**config.mk**
```make
export PLATFORM = sky130hd
export DESIGN_NAME = lsu_top
export DESIGN_NICKNAME = d
export VERILOG_FILES = /design/src/lsu_pkg.sv /design/src/lsu_ctrl.sv /design/src/lsu_addr_stage.sv /design/src/lsu_load_stage.sv /design/src/lsu_top.sv
export VERILOG_INCLUDE_DIRS = /design/src
export SDC_FILE = /design/constraint.sdc
export NUM_CORES = 1
export LEC_CHECK = 0
export BUFFER_PORTS_ARGS = -buffer_cell sky130_fd_sc_hd__buf_4
export CORE_ASPECT_RATIO = 1.25
export CORE_UTILIZATION = 45
export CTS_CLUSTER_DIAMETER = 30
export DETAILED_ROUTE_END_ITERATION = 16
export PLACE_DENSITY = 0.72
export SYNTH_ARGS = -nofsm -noshare
export SYNTH_HDL_FRONTEND = slang
export SYNTH_SLANG_ARGS = --single-unit
```
**constraint.sdc**
```tcl
create_clock -name clk -period 17.35 [get_ports clk]
set_input_delay 3.47 -clock clk [delete_from_list [all_inputs] [get_ports clk]]
set_output_delay 3.47 -clock clk [all_outputs]
set_load 0.02 [all_outputs]
```
**src/lsu_settings.svh**
```systemverilog
`ifndef LSU_SETTINGS_SVH
`define LSU_SETTINGS_SVH

// datapath widths.
`define LSU_DW 32
`define LSU_AW 32

// memory operation codes.
`define LSU_OP_W     4
`define LSU_OP_LD_B  4'h0
`define LSU_OP_LD_H  4'h1
`define LSU_OP_LD_W  4'h2
`define LSU_OP_LD_BU 4'h3
`define LSU_OP_LD_HU 4'h4
// ll behaves as a plain word load here.
`define LSU_OP_LL    4'h5
`define LSU_OP_ST_B  4'h8
`define LSU_OP_ST_H  4'h9
`define LSU_OP_ST_W  4'ha

`endif

```
**src/lsu_pkg.sv**
```systemverilog
`include "lsu_settings.svh"

package lsu_pkg;

    // instruction as issued to the lsu.
    typedef struct packed {
        logic [`LSU_OP_W-1:0] op;
        logic [`LSU_AW-1:0]   base;
        logic [`LSU_AW-1:0]   offset;
        logic [`LSU_DW-1:0]   sdata;
        logic                 wreg;
        logic [4:0]           waddr;
        logic [7:0]           tag;
    } lsu_req_t;

    // address stage register, held by the load stage.
    typedef struct packed {
        logic                 valid;
        logic [`LSU_OP_W-1:0] op;
        logic [`LSU_AW-1:0]   addr;
        logic                 wreg;
        logic [4:0]           waddr;
        logic [7:0]           tag;
        logic                 is_load;
        logic                 is_store;
        logic                 access;
        logic                 excp_ale;
        logic [3:0]           wstrb;
        logic [`LSU_DW-1:0]   wdata;
    } lsu_s1_t;

    typedef struct packed {
        logic               valid;
        logic               wreg;
        logic [4:0]         waddr;
        logic [`LSU_DW-1:0] wdata;
        logic               excp_ale;
        logic [7:0]         tag;
    } lsu_wb_t;

    typedef struct packed {
        logic               wreg;
        logic               data_ok;
        logic [4:0]         waddr;
        logic [`LSU_DW-1:0] wdata;
    } lsu_fwd_t;

    typedef struct packed {
        logic [`LSU_AW-1:0] addr;
        logic               we;
        logic [3:0]         wstrb;
        logic [`LSU_DW-1:0] wdata;
    } lsu_dreq_t;

    // one memory word, viewed as byte lanes or half lanes.
    typedef union packed {
        logic [`LSU_DW/8-1:0][7:0]   bytes;
        logic [`LSU_DW/16-1:0][15:0] halves;
    } lsu_word_u;

endpackage

```
**src/lsu_ctrl.sv**
```systemverilog
module lsu_ctrl (
    input  logic clk,
    input  logic rst,
    input  logic flush_i,
    input  logic s1_valid_i,
    input  logic s2_valid_i,
    input  logic s2_ready_i,
    output logic advance_o,
    output logic flush_o,
    output logic clear_o
);

    logic stall;
    logic flush_q;

    // load stage still waiting on the cache.
    assign stall = s2_valid_i & ~s2_ready_i;

    // flush while an access waits, so a late answer lands one cycle on.
    always_ff @(posedge clk) begin
        if (rst) begin
            flush_q <= 1'b0;
        end else begin
            flush_q <= flush_i & stall;
        end
    end

    assign flush_o = flush_i | flush_q;

    // nothing is taken while a flush is in effect.
    assign advance_o = (s2_ready_i | ~s2_valid_i) & ~flush_o;

    // empty load stage, write-back must not repeat.
    assign clear_o = advance_o & ~s2_valid_i;

    // an accepted request is held by the load stage on the next cycle.
    a_accept_lands: assert property (
        @(posedge clk) disable iff (rst)
        (advance_o && s1_valid_i) |=> s2_valid_i
    ) else $error("lsu_ctrl: accepted request did not reach the load stage");

    // a waiting access is never dropped without a flush.
    a_stall_holds: assert property (
        @(posedge clk) disable iff (rst)
        (stall && !flush_o) |=> s2_valid_i
    ) else $error("lsu_ctrl: stalled access left the load stage");

endmodule

```
**src/lsu_addr_stage.sv**
```systemverilog
`include "lsu_settings.svh"

module lsu_addr_stage
    import lsu_pkg::*;
(
    input  logic     clk,
    input  logic     rst,
    input  logic     advance_i,
    input  logic     flush_i,
    input  logic     req_valid_i,
    input  lsu_req_t req_i,
    output lsu_s1_t  s1_o
);

    localparam logic [1:0] SZ_B = 2'd0;
    localparam logic [1:0] SZ_H = 2'd1;
    localparam logic [1:0] SZ_W = 2'd2;

    logic [`LSU_AW-1:0] addr;
    logic               is_load;
    logic               is_store;
    logic [1:0]         size;
    logic               excp_ale;
    lsu_word_u          st_word;
    logic [3:0]         st_strb;
    lsu_s1_t            s1_d;

    assign addr = req_i.base + req_i.offset;

    always_comb begin
        is_load  = 1'b0;
        is_store = 1'b0;
        size     = SZ_W;
        case (req_i.op)
            `LSU_OP_LD_B, `LSU_OP_LD_BU: begin
                is_load = 1'b1;
                size    = SZ_B;
            end
            `LSU_OP_LD_H, `LSU_OP_LD_HU: begin
                is_load = 1'b1;
                size    = SZ_H;
            end
            `LSU_OP_LD_W, `LSU_OP_LL: begin
                is_load = 1'b1;
            end
            `LSU_OP_ST_B: begin
                is_store = 1'b1;
                size     = SZ_B;
            end
            `LSU_OP_ST_H: begin
                is_store = 1'b1;
                size     = SZ_H;
            end
            `LSU_OP_ST_W: begin
                is_store = 1'b1;
            end
            default: begin
            end
        endcase
    end

    // halfwords need bit 0 clear, words need bits 1:0 clear.
    assign excp_ale = (is_load | is_store) &
                      (((size == SZ_H) & addr[0]) | ((size == SZ_W) & (|addr[1:0])));

    always_comb begin
        st_word = '0;
        st_strb = 4'b0000;
        if (is_store && !excp_ale) begin
            case (size)
                SZ_B: begin
                    st_word.bytes[addr[1:0]] = req_i.sdata[7:0];
                    st_strb = 4'b0001 << addr[1:0];
                end
                SZ_H: begin
                    st_word.halves[addr[1]] = req_i.sdata[15:0];
                    st_strb = addr[1] ? 4'b1100 : 4'b0011;
                end
                default: begin
                    st_word = req_i.sdata;
                    st_strb = 4'b1111;
                end
            endcase
        end
    end

    always_comb begin
        s1_d          = '0;
        s1_d.valid    = req_valid_i;
        s1_d.op       = req_i.op;
        s1_d.addr     = addr;
        s1_d.wreg     = req_i.wreg;
        s1_d.waddr    = req_i.waddr;
        s1_d.tag      = req_i.tag;
        s1_d.is_load  = is_load;
        s1_d.is_store = is_store;
        s1_d.access   = (is_load | is_store) & ~excp_ale;
        s1_d.excp_ale = excp_ale;
        s1_d.wstrb    = st_strb;
        s1_d.wdata    = st_word;
    end

    always_ff @(posedge clk) begin
        if (rst || flush_i) begin
            s1_o.valid <= 1'b0;
        end else if (advance_i) begin
            s1_o <= s1_d;
        end
    end

    a_load_no_strb: assert property (
        @(posedge clk) disable iff (rst)
        (s1_o.valid && s1_o.is_load) |-> (s1_o.wstrb == 4'b0000)
    ) else $error("lsu_addr_stage: load carries byte strobes");

endmodule

```
**src/lsu_load_stage.sv**
```systemverilog
`include "lsu_settings.svh"

module lsu_load_stage
    import lsu_pkg::*;
(
    input  logic               clk,
    input  logic               rst,
    input  logic               advance_i,
    input  logic               flush_i,
    input  logic               clear_i,
    input  lsu_s1_t            s1_i,
    output logic               stage_ready_o,
    output logic               dreq_valid_o,
    output lsu_dreq_t          dreq_o,
    input  logic               data_ok_i,
    input  logic [`LSU_DW-1:0] rdata_i,
    output lsu_fwd_t           fwd_o,
    output lsu_wb_t            wb_o
);

    logic               access_pend;
    logic               load_pend;
    logic               answered_q;
    logic [`LSU_DW-1:0] capture_q;
    logic [1:0]         off;
    lsu_word_u          word;
    logic [`LSU_DW-1:0] ld_result;
    lsu_wb_t            wb_next;

    assign access_pend = s1_i.valid & s1_i.access;
    assign load_pend   = access_pend & s1_i.is_load;
    assign off         = s1_i.addr[1:0];

    // cache answered once for this instruction.
    always_ff @(posedge clk) begin
        if (rst || advance_i || flush_i) begin
            answered_q <= 1'b0;
        end else if (data_ok_i) begin
            answered_q <= 1'b1;
        end
    end

    always_ff @(posedge clk) begin
        if (data_ok_i) begin
            capture_q <= rdata_i;
        end
    end

    assign stage_ready_o = ~access_pend | data_ok_i | answered_q;

    assign dreq_valid_o = access_pend & ~answered_q;
    assign dreq_o.addr  = s1_i.addr;
    assign dreq_o.we    = s1_i.is_store;
    assign dreq_o.wstrb = s1_i.wstrb;
    assign dreq_o.wdata = s1_i.wdata;

    // early data comes from the capture register.
    assign word = answered_q ? capture_q : rdata_i;

    always_comb begin
        ld_result = '0;
        if (load_pend) begin
            case (s1_i.op)
                `LSU_OP_LD_B: begin
                    ld_result = {{(`LSU_DW-8){word.bytes[off][7]}}, word.bytes[off]};
                end
                `LSU_OP_LD_BU: begin
                    ld_result = {{(`LSU_DW-8){1'b0}}, word.bytes[off]};
                end
                `LSU_OP_LD_H: begin
                    ld_result = {{(`LSU_DW-16){word.halves[off[1]][15]}}, word.halves[off[1]]};
                end
                `LSU_OP_LD_HU: begin
                    ld_result = {{(`LSU_DW-16){1'b0}}, word.halves[off[1]]};
                end
                default: begin
                    // word and ll.
                    ld_result = word;
                end
            endcase
        end
    end

    always_comb begin
        wb_next.valid    = s1_i.valid;
        wb_next.wreg     = s1_i.wreg & ~s1_i.excp_ale;
        wb_next.waddr    = s1_i.waddr;
        wb_next.wdata    = ld_result;
        wb_next.excp_ale = s1_i.excp_ale;
        wb_next.tag      = s1_i.tag;
    end

    assign fwd_o.wreg    = s1_i.valid & wb_next.wreg;
    assign fwd_o.data_ok = ~load_pend | data_ok_i | answered_q;
    assign fwd_o.waddr   = s1_i.waddr;
    assign fwd_o.wdata   = ld_result;

    // valid lasts one cycle, stalls drop it.
    always_ff @(posedge clk) begin
        if (rst || flush_i || clear_i) begin
            wb_o.valid <= 1'b0;
        end else if (advance_i) begin
            wb_o <= wb_next;
        end else begin
            wb_o.valid <= 1'b0;
        end
    end

    a_ok_has_req: assert property (
        @(posedge clk) disable iff (rst || flush_i)
        data_ok_i |-> dreq_valid_o
    ) else $error("lsu_load_stage: data_ok without a pending access");

endmodule

```
**src/lsu_top.sv**
```systemverilog
`include "lsu_settings.svh"

module lsu_top
    import lsu_pkg::*;
(
    input  logic               clk,
    input  logic               rst,
    input  logic               issue_valid_i,
    input  lsu_req_t           issue_i,
    output logic               issue_ready_o,
    input  logic               flush_i,
    output logic               dreq_valid_o,
    output lsu_dreq_t          dreq_o,
    input  logic               data_ok_i,
    input  logic [`LSU_DW-1:0] rdata_i,
    output lsu_wb_t            wb_o,
    output lsu_fwd_t           fwd_o
);

    logic    advance;
    logic    flush;
    logic    clear;
    logic    s2_ready;
    lsu_s1_t s1;

    assign issue_ready_o = advance;

    lsu_ctrl u_ctrl (
        .clk        (clk),
        .rst        (rst),
        .flush_i    (flush_i),
        .s1_valid_i (issue_valid_i),
        .s2_valid_i (s1.valid),
        .s2_ready_i (s2_ready),
        .advance_o  (advance),
        .flush_o    (flush),
        .clear_o    (clear)
    );

    lsu_addr_stage u_addr (
        .clk         (clk),
        .rst         (rst),
        .advance_i   (advance),
        .flush_i     (flush),
        .req_valid_i (issue_valid_i),
        .req_i       (issue_i),
        .s1_o        (s1)
    );

    lsu_load_stage u_load (
        .clk           (clk),
        .rst           (rst),
        .advance_i     (advance),
        .flush_i       (flush),
        .clear_i       (clear),
        .s1_i          (s1),
        .stage_ready_o (s2_ready),
        .dreq_valid_o  (dreq_valid_o),
        .dreq_o        (dreq_o),
        .data_ok_i     (data_ok_i),
        .rdata_i       (rdata_i),
        .fwd_o         (fwd_o),
        .wb_o          (wb_o)
    );

endmodule

```
# Yosys cells after proc, flatten, opt, wreduce, memory -nomap -nowiden
# Index checks and enable logic that the tools add are counted.
# op_classes
reduce_logical	19
order_cmp	6
mux	17
n_addsub	1
n_eq_ne	13
shift	1
bitwise	34
# ops
op	n
case mux 32 bit (4 select lines)	1
AND 32 bit	2
2-to-1 mux 32 bit	2
case mux 32 bit (2 select lines)	1
2-to-1 mux 16 bit	3
adder 32 bit	1
binary-select mux 8 bit (select 2 bit)	1
demux 16 bit (select 1 bit)	1
demux 8 bit (select 2 bit)	1
2-to-1 mux 8 bit	2
AND 1 bit	13
== test 4 x 2 -> 1 bit (second input constant)	3
== test 4 x 3 -> 1 bit (second input constant)	3
== test 4 bit (second input constant)	3
inverter 1 bit	11
OR reduction 3 bit	3
== test 4 x 1 -> 1 bit (second input constant)	2
zero test 4 bit	2
bitwise OR 1 bit	8
case mux 4 bit (2 select lines)	1
< comparator 2 x 3 -> 1 bit (second input constant)	2
OR reduction 6 bit	1
logical OR 1 bit	4
< comparator 1 x 2 -> 1 bit (second input constant)	2
13 further kinds	18
# totals
ff_bits	173
out_inout_bits	158

# Logic depth before layout (Yosys ltp)
# depth
word_depth	10
ltp_mapped	10

# Cells and area by module
# Synthesis repeated with hierarchy kept, for this count alone.
# hier_totals
hier_cells	797
area_unflattened_um2	9838.2
# modules_own_cells
module	cells_each	area_per_inst_um2	instances
lsu_addr_stage	459	5196.2	1
lsu_load_stage	332	4584.4	1
lsu_ctrl	6	57.6	1

# Least setup slack after synthesis
# OpenSTA, ideal clock, no wires.
# synth_path
kind	input port to flip-flop
from	input flush_i
to	register, netlist name u_load.wb_o[0]
cell_stages	2
t_arrival_ns	14.142
slack_ns	2.798
setup_time_ns	0.409
cell_sequence	nor4_1 > and2_1
# synth_between
elab_chain_cells	7
word_cells_on_any_way	8
cone_classes	5 x bitwise; 3 x reduce/logical
# synth_lines
element	line	text
from (decl)	lsu_top.sv:11	input logic flush_i,
bitwise OR 1 bit (*)	lsu_ctrl.sv:28	assign flush_o = flush_i | flush_q;
inverter 1 bit	lsu_ctrl.sv:31	assign advance_o = (s2_ready_i | ~s2_valid_i) & ~flush_o;
AND 1 bit	lsu_ctrl.sv:31	
AND 1 bit	lsu_ctrl.sv:34	assign clear_o = advance_o & ~s2_valid_i;
logical OR 1 bit	lsu_load_stage.sv:100	if (rst || flush_i || clear_i) begin
inverter 1 bit (no line)	-	
AND reduction 2 bit (no line) (*)	-	
# Mark *: on every way between the ends. The rest lies on a longest branch, timed or not.
# A chain may end at the register's enable or synchronous reset.

==> impl_metrics.toml <==
[timing]
finalSetupTns_ns = 0
fmax_mhz = 108.0
worst_pin_slew_ns = 1.148
rsz0062_at_grt = "no"
clock_skew_ns = 0.01367
relSlewSlack_pct = 23.46
fin_crit_ns = 9.261
finalHoldViolCount = 0
slew_violations = 0
period_share_pct = 53.38
setup-violations-final = 0

[yosys]
synthArstFlopShare_pct = 0
synth_area_um2 = 9816
ys_seq_area_share_pct = 52.52
syn_area_per_cell_um2 = 11.70
synthFlopType = "edfxtp_1"
syn_nets = 1022
synth_edf_count = 169
ys_ff_latch = 173
ys_types = 62
synthCells = 839
synth_warnings = 0

[final_layout]
area_delta_synth_final_pct = 23.70
diodes = 0
multiInputGateArea_um2 = 3649
drive_gt1_share_pct = 38.37
fillers = 1851
nNetsFinal = 1210
final_cell_mix = "buf_4, edfxtp_1, a21oi_1"
register_area_um2 = 5156
final_common_cell = "buf_4"

[routing]
dr.pass1.iters = 5
detail_route.wl_per_cell_um = 19.76
routed_wl_um = 26060
ant_nets = 0
drcViolationCount = 0
viasPerCell = 5.619
via_count = 7412
drt-initial-drc-count = 605

[worst_setup_path]
r2r_end = "u_load.wb_o[29]"
path_common_cell = "buf_4"
regToRegSetupSlack_ns = 14.10
path_class = "input port to primary output"
r2r_cells = 6
required_ns = 13.88
critPathLaunchType = "input port"
critical-path-max-stage-delay_ns = 0.77
r2r-start = "u_addr.s1_o[55]"
cpMaxStageDelayCell = "or2_1"
worstPathCellList = "buf_4 > mux4_2 > mux2i_1 > o21ai_2 > a31oi_1 > or2_1 > a21oi_1 > buf_4"
cp.arrival_ns = 5.79
crit_fanout = 16
endpoint_kind = "primary output"

[worst_hold_path]
hp-start = "u_addr.s1_o[46]"
min_path_cells = 0
min_to = "u_load.wb_o[6]"
min_path_type = "flop to flop"

[cts]
ctsHoldBuffers = 0
cts_resized = 0
post_cts_buffers = 0
cts_buffer_depth = 2
root_buffer = "clkbuf_16"
clock_sink_count = 173
cts_tree = "done"
clk_pin_slew_ns = 0.07
htree_levels = 4
insertion_delay_ns = 0.43
cts_buffers = 17

[floorplanning]
die_h_um = 167.1
core_um2 = 21470
die_w_um = 134.1
io_pins = 309
initial_utilization_pct = 45.72
die-area_um2 = 22410
num_rows = 60

[job]
maxCapViolations = 0

[grt]
overflow = 0
grt_pass1_vias = 7300
grt_pass1_wl_um = 39700
grt_max_degree = 69
antenna_found_initial = 0
track_usage_pct = 23.05

[power_and_ir_drop]
powerDensity_nw_per_um2 = 89.06
total_power_mw = 1.081
p_leak_nw = 4.859
ir_drop_mv = 0.06301

[placement]
dpl.hpwl_um = 19630
port_buffers = 308
gp_congestion = 0.8614

[status]
status = "completed"
## critical path, delay by kind of cell
| kind | cells | cell delay, ns |
|---|---|---|
| and+or+nand+nor | 1 | 0.77 |
| muxes | 2 | 0.70 |
| buffers and inverters | 2 | 0.35 |
| AOI/OAI and AO/OA | 3 | 0.49 |
## worst max path at each step
| stage | slack (ns) | to | start | cells past startpoint |
|---|---|---|---|---|
| after detailed placement | 8.12 | fwd_o[20] | rdata_i[31] | 8 |
| after floorplan | 2.80 | u_load.wb_o[0] | flush_i | 2 |
| after global routing | 7.96 | fwd_o[17] | rdata_i[31] | 8 |
| final | 8.09 | fwd_o[20] | rdata_i[31] | 8 |
| after CTS | 8.10 | fwd_o[20] | rdata_i[31] | 8 |
| after global placement | 8.23 | fwd_o[18] | rdata_i[31] | 8 |
## routing by layer
metal	global-route usage, %	part of all wire [%]	up-vias	wire [µm]
met4	9.038	3.3	0	867
met2	40.23	51	367	13370
met1	26.65	37	3547	9647
met5	0	0	-	0
li1	-	-	3447	-
met3	6.297	8.4	51	2183
## cell families after synthesis
group / Yosys count / synth area share, %
AOI/OAI and AO/OA: 222 / 15.37
xor gates and xnor gates: 27 / 2.409
adders and majority gates: 32 / 4.156
buffers and inverters: 158 / 10.47
DFF: 173 / 52.52
muxes: 49 / 6.437
other: 1 / 0.03820
and+or+nand+nor: 177 / 8.604
## Yosys cell counts (3+ instances only)
master / count / share of area, %
a21o_1: 17 / 1.3
a211oi_1: 7 / 0.54
nor2_1: 64 / 2.4
edfxtp_1: 169 / 52
o21ai_1: 4 / 0.20
nor4_1: 3 / 0.19
a22oi_1: 16 / 1.2
a21oi_1: 65 / 3.3
nand4_1: 7 / 0.45
nor2b_1: 6 / 0.38
o211a_1: 4 / 0.41
o211ai_1: 9 / 0.69
and2_1: 14 / 0.89
mux2i_1: 17 / 1.7
o22ai_1: 6 / 0.38
mux4_2: 9 / 2.1
nand3_1: 8 / 0.41
nand2_1: 40 / 1.5
and3_1: 5 / 0.32
inv_1: 13 / 0.50
xor2_1: 10 / 0.89
o21a_1: 11 / 0.84
nor3_1: 11 / 0.56
clkbuf_1: 27 / 1.0
a21oi_2: 11 / 0.98
buf_4: 106 / 8.1
ha_1: 31 / 4.0
a311oi_1: 3 / 0.27
xnor2_1: 17 / 1.5
nand2b_1: 10 / 0.64
o21ai_0: 32 / 1.6
mux2_2: 23 / 2.6
a222oi_1: 15 / 1.5
a31oi_1: 3 / 0.19
buf_2: 8 / 0.41
dfxtp_1: 4 / 0.82
## cell type report
class | count | share of cell area (%)
repair buffers | 314 | 19.41
clock inverters | 15 | 1.288
multi-input cells | 508 | 30.05
inverters | 13 | 0.4019
clock buffers | 17 | 3.504
well taps | 279 | 2.875
flip-flops and latches | 173 | 42.47
## through the flow
step | hold slack (ns) | setup slack, ns | instances | instance area [µm²] | utilization (%)
after detailed placement | 0.4045 | 8.118 | 1287 | 11560 | 53.84
after floorplan | 0.4003 | 2.798 | 839 | 9816 | -
after global placement | 0.4008 | 8.234 | 1287 | 11560 | 53.84
final | 0.4245 | 8.089 | 1319 | 12140 | 56.55
after global routing | 0.4280 | 7.965 | 1319 | 12140 | 56.55
after CTS | 0.4234 | 8.105 | 1319 | 12140 | 56.55
## where the power goes
part / internal [mW] / leakage (nW) / switching, mW
clock network: 0.204 / 0.279 / 0.176
logic: 0.0918 / 2.99 / 0.115
registers: 0.485 / 1.59 / 0.00995
total: 0.781 / 4.86 / 0.301
## sequential cells by signal, summed over array words and instances, names as in the netlist
| signal | cells |
|---|---|
| u_addr.s1_o | 91 |
| u_ctrl.flush_q | 1 |
| u_load.answered_q | 1 |
| u_load.capture_q | 32 |
| u_load.wb_o | 48 |
Power figures use the tool's default switching activity.
